===== src/include/mod_macros.svh =====
`ifndef MOD_MACROS_SVH
`define MOD_MACROS_SVH

// ********************
// Segment and datapath sizes
// ********************

`define MOD_NUM_SEGMENT 2
`define MOD_TIME_W 56
`define MOD_DIVIDEND_W 48  // System time without its low 8 bits
`define MOD_DIVISOR_W 16

// ********************
// Pipeline latencies
// ********************

`define MOD_DIV_LATENCY (`MOD_DIVIDEND_W + 2)  // Input register, one stage per bit, output register
`define MOD_UPDATE_LATENCY (2 * `MOD_DIV_LATENCY + 2)

`define MOD_AXI_ADDR_W 8

`endif


===== src/hw/mod_pkg.sv =====
`include "mod_macros.svh"

package mod_pkg;

  typedef logic [`MOD_TIME_W-1:0] sys_time_t;
  typedef logic [14:0] seg_cycle_t;  // Last index of the cycle, the length is this plus one
  typedef logic [`MOD_DIVISOR_W-1:0] freq_div_t;
  typedef logic [14:0] mod_idx_t;

  typedef enum logic {
    IDLE,
    LOAD
  } timer_state_e;

  // ********************
  // Register map
  // ********************

  typedef enum logic [7:0] {
    CTRL      = 8'h00,
    STATUS    = 8'h04,
    CYCLE0    = 8'h10,
    FREQ_DIV0 = 8'h14,
    CYCLE1    = 8'h18,
    FREQ_DIV1 = 8'h1C
  } reg_offset_e;

  typedef enum logic [1:0] {
    OKAY   = 2'b00,
    SLVERR = 2'b10
  } axi_resp_e;

endpackage


===== src/hw/mod_regs.sv =====
`timescale 1ns/100ps
`include "mod_macros.svh"

module mod_regs (
  input  logic                       CLK,
  input  logic                       arst_n,
  input  logic [`MOD_AXI_ADDR_W-1:0] awaddr,
  input  logic                       awvalid,
  output logic                       awready,
  input  logic [31:0]                wdata,
  input  logic [3:0]                 wstrb,
  input  logic                       wvalid,
  output logic                       wready,
  output mod_pkg::axi_resp_e         bresp,
  output logic                       bvalid,
  input  logic                       bready,
  input  logic [`MOD_AXI_ADDR_W-1:0] araddr,
  input  logic                       arvalid,
  output logic                       arready,
  output logic [31:0]                rdata,
  output mod_pkg::axi_resp_e         rresp,
  output logic                       rvalid,
  input  logic                       rready,
  output mod_pkg::seg_cycle_t        cycle    [`MOD_NUM_SEGMENT],
  output mod_pkg::freq_div_t         freq_div [`MOD_NUM_SEGMENT],
  output logic                       update_req,
  input  logic                       busy,
  input  logic                       settings_updated
);

  import mod_pkg::*;

  seg_cycle_t  cycle_q    [`MOD_NUM_SEGMENT];
  freq_div_t   freq_div_q [`MOD_NUM_SEGMENT];
  logic [15:0] cyc_new    [`MOD_NUM_SEGMENT];
  logic [15:0] div_new    [`MOD_NUM_SEGMENT];
  logic        done_q;
  logic        wr_fire;
  logic        rd_fire;
  axi_resp_e   wr_resp;
  axi_resp_e   rd_resp;
  logic [31:0] rd_data;

  function automatic logic [15:0] merge_half(logic [15:0] old_val, logic [31:0] data,
                                             logic [3:0] strb);
    logic [15:0] res;
    res = old_val;
    if (strb[0]) begin
      res[7:0] = data[7:0];
    end
    if (strb[1]) begin
      res[15:8] = data[15:8];
    end
    return res;
  endfunction

  for (genvar i = 0; i < `MOD_NUM_SEGMENT; i++) begin : gen_seg
    assign cyc_new[i]  = merge_half({1'b0, cycle_q[i]}, wdata, wstrb);
    assign div_new[i]  = merge_half(freq_div_q[i], wdata, wstrb);
    assign cycle[i]    = cycle_q[i];
    assign freq_div[i] = freq_div_q[i];
  end

  // ********************
  // Write channel
  // ********************

  assign wr_fire = awvalid && wvalid && !bvalid;  // Address and data are taken together
  assign awready = wr_fire;
  assign wready  = wr_fire;

  always_comb begin
    case (reg_offset_e'(awaddr))
      CTRL, STATUS, CYCLE0, CYCLE1: wr_resp = OKAY;
      FREQ_DIV0: wr_resp = (div_new[0] == '0) ? SLVERR : OKAY;
      FREQ_DIV1: wr_resp = (div_new[1] == '0) ? SLVERR : OKAY;
      default:   wr_resp = SLVERR;
    endcase
  end

  always_ff @(posedge CLK or negedge arst_n) begin
    if (!arst_n) begin
      for (int i = 0; i < `MOD_NUM_SEGMENT; i++) begin
        cycle_q[i]    <= '0;
        freq_div_q[i] <= 16'd1;
      end
      done_q     <= 1'b0;
      update_req <= 1'b0;
      bvalid     <= 1'b0;
    end else begin
      update_req <= 1'b0;
      if (bvalid && bready) begin
        bvalid <= 1'b0;
      end
      if (wr_fire) begin
        bvalid <= 1'b1;
        case (reg_offset_e'(awaddr))
          CTRL: begin
            update_req <= wstrb[0] && wdata[0];
            done_q     <= 1'b0;
          end
          CYCLE0: cycle_q[0] <= cyc_new[0][14:0];
          CYCLE1: cycle_q[1] <= cyc_new[1][14:0];
          FREQ_DIV0: begin
            if (wr_resp == OKAY) begin
              freq_div_q[0] <= div_new[0];
            end
          end
          FREQ_DIV1: begin
            if (wr_resp == OKAY) begin
              freq_div_q[1] <= div_new[1];
            end
          end
          default: done_q <= done_q;
        endcase
      end
      if (settings_updated) begin
        done_q <= 1'b1;  // A completion beats a clear in the same cycle
      end
    end
  end

  always_ff @(posedge CLK) begin
    if (wr_fire) begin
      bresp <= wr_resp;
    end
  end

  // ********************
  // Read channel
  // ********************

  assign rd_fire = arvalid && !rvalid;
  assign arready = rd_fire;

  always_comb begin
    rd_data = '0;
    rd_resp = OKAY;
    case (reg_offset_e'(araddr))
      CTRL:      rd_data = '0;
      STATUS:    rd_data = {30'd0, done_q, busy};
      CYCLE0:    rd_data = {17'd0, cycle_q[0]};
      FREQ_DIV0: rd_data = {16'd0, freq_div_q[0]};
      CYCLE1:    rd_data = {17'd0, cycle_q[1]};
      FREQ_DIV1: rd_data = {16'd0, freq_div_q[1]};
      default:   rd_resp = SLVERR;
    endcase
  end

  always_ff @(posedge CLK or negedge arst_n) begin
    if (!arst_n) begin
      rvalid <= 1'b0;
    end else if (rd_fire) begin
      rvalid <= 1'b1;
    end else if (rready) begin
      rvalid <= 1'b0;
    end
  end

  always_ff @(posedge CLK) begin
    if (rd_fire) begin
      rdata <= rd_data;
      rresp <= rd_resp;
    end
  end

  a_bvalid_hold : assert property (
    @(posedge CLK) disable iff (!arst_n)
    bvalid && !bready |=> bvalid && $stable(bresp)
  );

endmodule


===== config.mk =====
export PLATFORM = sky130hd
export DESIGN_NAME = mod_regs
export DESIGN_NICKNAME = d
export VERILOG_FILES = /design/src/hw/mod_pkg.sv /design/src/hw/mod_regs.sv
export VERILOG_INCLUDE_DIRS = /design/src /design/src/include
export SDC_FILE = /design/constraint.sdc
export NUM_CORES = 1
export LEC_CHECK = 0
export ABC_AREA = 1
export BUFFER_PORTS_ARGS = -buffer_cell sky130_fd_sc_hd__buf_2
export CORE_MARGIN = 5
export CORE_UTILIZATION = 45
export CTS_CLUSTER_SIZE = 40
export DETAILED_ROUTE_END_ITERATION = 10
export PLACE_DENSITY = 0.83
export RECOVER_POWER = 100
export REMOVE_ABC_BUFFERS = 1
export SETUP_SLACK_MARGIN = 0.2
export SLEW_MARGIN = 20
export SYNTH_ARGS = -nofsm -noshare
export SYNTH_HDL_FRONTEND = slang
export SYNTH_SLANG_ARGS = --single-unit

===== constraint.sdc =====
create_clock -name CLK -period 3 [get_ports CLK]
set_input_delay 0.15 -clock CLK [delete_from_list [all_inputs] [get_ports CLK]]
set_output_delay 0.15 -clock CLK [all_outputs]
set_load 0.02 [all_outputs]

# Word level (Yosys, flattened, before mapping)
# Index checks and enable logic that the tools add are counted.
[word_totals] word_cells=66 input_bits=61 regBits=102
[op_classes] eq_ne=10 n_mux=18 n_reduce_logical=25
[ops] cell="$pmux W16 S5" count=1
[ops] cell="$eq A8 B5 Y1 const B" count=8
[ops] cell="$logic_not A16 Y1" count=2
[ops] cell="$mux W8" count=4
[ops] cell="$reduce_and A3 Y1" count=6
[ops] cell="$eq A8 B3 Y1 const B" count=2
[ops] cell="$logic_not A8 Y1" count=2
[ops] cell="$mux W1" count=9
[ops] cell="$reduce_bool A2 Y1" count=4
[ops] cell="$mux W2" count=3
[ops] cell="$pmux W2 S3" count=1
[ops] cell="$reduce_or A6 Y1" count=1
[ops] cell="$logic_and A1 B1 Y1" count=5
[ops] cell="$reduce_or A4 Y1" count=1
[ops] cell="$logic_not A1 Y1" count=2
[ops] cell="$logic_not A2 Y1" count=1
[ops] cell="$reduce_and A2 Y1" count=1

# Logic depth before layout (Yosys ltp)
[logic_depth] ltp_word=6 ltp_mapped=14

# Least setup slack after synthesis
# No wires, ideal clock.
[synth_timing] kind="register -> register" startpoint="reg freq_div_q, in the netlist freq_div[5]" endpoint="reg freq_div_q, in the netlist freq_div[1]" path_stages_with_launch=13 t_required_ns=2.884 arrival_ns=1.532 n_path_buf=1 setup_slack_ns=1.352 path_cell_list="dfrtp_1 > inv_1 > o21ai_0 > nor2_1 > nand3_1 > nor2_1 > nand2_2 > nand2_4 > nor2_8 > nand3_4 > buf_12 > nand2_2 > nand2_2"
[synth_between] elab_chain_cells=6
[synth_lines] item="from (decl)" line_no="mod_regs.sv:34" text="freq_div_t freq_div_q [`MOD_NUM_SEGMENT];"
[synth_lines] item="$mux W8" line_no="mod_regs.sv:48" text="if (strb[0]) begin"
[synth_lines] item="$logic_not A16 Y1" line_no="mod_regs.sv:76" text="FREQ_DIV1: wr_resp = (div_new[1] == '0) ? SLVERR : OKAY;"
[synth_lines] item="$mux W2" line_no="mod_regs.sv:76"
[synth_lines] item="$pmux W2 S3" line_no="mod_regs.sv:73" text="case (reg_offset_e'(awaddr))"
[synth_lines] item="$logic_not A2 Y1" line_no="mod_regs.sv:110" text="if (wr_resp == OKAY) begin"
[synth_lines] item="$reduce_and A3 Y1 (no line)"
# No other way between the ends.
# A chain may end at the register's enable or synchronous reset.

# Worst setup path after layout
[layout_timing] startpoint="reg freq_div_q, in the netlist freq_div[16]" endpoint="reg bresp[1] (data pin)"
[layout_between] elab_chain_cells=4
[layout_lines] item="$mux W8" line_no="mod_regs.sv:48"
[layout_lines] item="$logic_not A16 Y1" line_no="mod_regs.sv:75" text="FREQ_DIV0: wr_resp = (div_new[0] == '0) ? SLVERR : OKAY;"
[layout_lines] item="$mux W2" line_no="mod_regs.sv:75"
[layout_lines] item="$pmux W2 S3" line_no="mod_regs.sv:73"
[layout_lines] item="named net wr_resp[1]" line_no="mod_regs.sv:40" text="axi_resp_e wr_resp;"
[layout_lines] item="to (signal assigned)" line_no="mod_regs.sv:125" text="bresp <= wr_resp;"
[layout_lines] item="to (decl)" line_no="mod_regs.sv:14" text="output mod_pkg::axi_resp_e bresp,"
# The timed path passes the listed nets, and every way through them passes these cells.

==> out/results.env <==
TIGHTEST_SLEW_NS=1.90
IR_DROP_mV=0.200
CTS_BUFFERS=9
FINAL_LAYOUT_FILL_CELL_COUNT=1012
CRITPATHMAXFANOUT=23
TRITONCTS='yes'
YS_FF_LATCH=84
AREA_GROWTH_PCT=15.1
INITIAL_ANTENNA_VIOLATION_COUNT=0
DIE-HEIGHT_UM=111
WORST-SETUP-PATH-TYPE='flip-flop to flip-flop'
PERIOD_SHARE_PCT=67.1
WL_PER_CELL_UM=15.2
DIE_W_UM=111
FINALHOLDVIOLATIONS=0
CTS_HTREE_LEVELS=3
TIMING.SLEW.HEADROOM_PCT=-26.4
VIAS_PER_CELL=5.05
LAYOUT-DRIVE-GT1-SHARE_PCT=15.4
FINALWORSTPATHREQUIREDPERIOD_NS=2.01
VIAS_IN_THE_FIRST_GLOBAL_ROUTE=3875
FINAL_CORE_UTILIZATION_PCT=52.2
CAP_VIOLATIONS=1
DRT_PRE_ANTENNA_ITERS=5
GRT_UTIL_ALL_LAYERS_PCT=19.8
POWER.LEAKAGE_nW=2.48
PLACE.DETAILED.HPWL_UM=8890
CLOCK_LATENCY_NS=0.35
DESIGN.DIE.AREA_SQ_UM=12400
NUM_ROWS=37
MIN-DELAY-PATH-CLASS='primary input to flip-flop'
YOSYS_WARNINGS=0
YS_DOMINANT_REG_CELL='dfrtp_1'
CRITPATHARRIVALTIME_NS=2.11
SKEW_NS=0.0107
SYNTH_EDF_COUNT=18
POSTSYNTHCELLCOUNT=564
CORE-AREA_SQ_UM=10200
UNREPAIRED_SETUP_ENDPOINTS_AFTER_GLOBAL_ROUTING='false'
POST-CTS-SETUP-BUFFERS=0
FINALWIRELENGTH_UM=12600
POSTSYNTHAREAPERCELL_SQ_UM=8.19
FLOORPLAN.INITIALDENSITY_PCT=45.4
NUM_ANTENNA_CELLS=0
RUN_STATUS='finished with violations'
ROUTE.ANTENNA.REMAINING_NETS=0
TIMING.FINAL.MAX_SLEW_VIOLATIONS=33
WIRE_LENGTH_OF_THE_FIRST_GLOBAL_ROUTING_PASS_UM=19800
RRSETUPSLACK_NS=0.99
LAYOUT_COMMONEST_CELL='nand2_1'
SYNTH-SEQ-AREA-SHARE_PCT=47.5
SETUP_TNS_FINAL_NS=0
ROUTABILITY_CONGESTION=0.861
PORTBUFFERS=128
CRIT_PATH_START_KIND='flip-flop'
SYNTH_AREA_SQ_UM=4620
DRT_ITER0_DRC=267
NUMCLOCKSINKS=84
DRCVIOLATIONCOUNT=0
OVERFLOW=0
CLKTRANSATPATHREGS_NS=0.09
NET_TOTAL_IN_THE_FINAL_LAYOUT=750
SETUP_VIOL=0
POWER.DENSITY_CELL_AREA_nW_PER_UM2=419
WORSTPATHREQUIRED_NS=3.10
PROPORTION_OF_SYNTHESIZED_FLIP_FLOPS_HAVING_ASYNCHRONOUS_SET_OR_RESET_PCT=78.6
NETLIST-CELL-TYPE-COUNT=38
CLOCK_TREE.BUFFER_DEPTH=2
CTS-ROOT-BUF='clkbuf_8'
MOST-COMMON-LAYOUT-CELLS='nand2_1, clkbuf_1, inv_1, dfrtp_1, o21ai_0'
GRT_START_MAX_NET_PINS=35
TOP_LEVEL_PORTS=165
FMAX_MHz=497
TIMING.CRITICAL_PATH.TO_TYPE='flip-flop'
DETAILROUTE.VIA_COUNT=4190
VIOLATIONS='capacitance limit, slew limit'
## registers in the layout (all words and copies together) (netlist names)
register / flops
freq_div: 32
cycle: 30
rdata: 16
bresp: 1
bvalid: 1
done_q: 1
rresp: 1
rvalid: 1
update_req: 1
## layout make-up
class / count / area, sq um / area share (%)
Timing Repair Buffer: 138 / 629 / 11.8
Multi-Input combinational cell: 373 / 1830 / 34.4
Clock inverter: 4 / 50.0 / 0.941
Sequential cell: 84 / 2190 / 41.2
Inverter: 83 / 312 / 5.85
Clock buffer: 12 / 135 / 2.54
Tap cell: 136 / 170 / 3.20
## final timing paths
check / from / endpoint / cells after the start
worst min register to register: freq_div[5]$_DFFE_PN0P_ / freq_div[5]$_DFFE_PN0P_ / 2
worst max register to register: freq_div[16]$_DFFE_PN1P_ / bresp[1]$_DFFE_PP_ / 10
worst min-delay path: arvalid / rvalid$_DFFE_PN0P_ / 3
min in group asynchronous: arst_n / cycle[1]$_DFFE_PN0P_ / 2
max in group asynchronous: arst_n / cycle[9]$_DFFE_PN0P_ / 2
worst max-delay path: freq_div[16]$_DFFE_PN1P_ / bresp[1]$_DFFE_PP_ / 10
## critical path, cell delays in order, from the launching register on
cell and delay (ns):
dfstp_1 0.59, nand2_1 0.08, nand2_1 0.10, nor2_1 0.05, nand2_1 0.06, nor2_1 0.05
nand3_1 0.06, nand2_1 0.12, nor2_8 0.24, buf_4 0.32, inv_1 0.07
## power by group
part,total (mW),internal [mW],switching (mW),leakage (nW)
Clock,0.789,0.385,0.404,0.0866
Sequential,1.20,1.19,0.00929,1.08
Combinational,0.242,0.0623,0.180,1.32
Total,2.23,1.64,0.594,2.48
## cells by family (layout without fill, tap and decap cells)
family                 Yosys count  count (layout)  share of synthesized area, %
AOI/OAI and AO/OA               72              72                          9.10
buffers and inverters          124             237                          13.3
DFF                             84              84                          47.5
other                            1              18                        0.0811
and+or+nand+nor                283             283                          30.0
## Yosys cell counts, types with 3 or more instances
cell type  number  area (sq um)
nand2_1       145           544
inv_1          78           293
dfrtp_1        64          1600
nand2_2        46           288
o21ai_0        42           210
nand4_1        36           225
nor2_1         31           116
buf_4          23           173
edfxtp_1       18           541
o22ai_1        10          62.6
nand3b_1        9          67.6
clkbuf_1        8          30.0
o221ai_1        5          43.8
buf_2           4          20.0
nand3_1         4          20.0
o21a_1          4          30.0
o21ai_1         4          20.0
buf_6           3          33.8
clkinv_1        3          11.3
## repair_timing
item,CTS,global route
hold endpoints to repair,35,0
hold buffers,4,0
resized for setup,0,0
## routing by layer
layer  vias up  track usage, %  share of wire, %
li1       2027               -                 -
met1      1978            25.8                43
met2       172            33.0                48
met3        13            5.11               7.6
met4         0            5.27               1.2
met5         -               0                 0
## per-stage QoR
stage               cell area (sq um)  worst slack, ns  power (mW)  instances  hold slack (ns)
floorplan                        4380            0.794        1.35        540           -0.146
global route                     5320            0.682        2.32        830           0.0578
detailed placement               5250            0.982        1.47        810            0.273
finish                           5320            0.987        2.23        830           0.0507
CTS                              5480             1.02        2.25        830           0.0344
global placement                 5250             1.00        1.47        810            0.270
(Power assumes the default switching activity.)
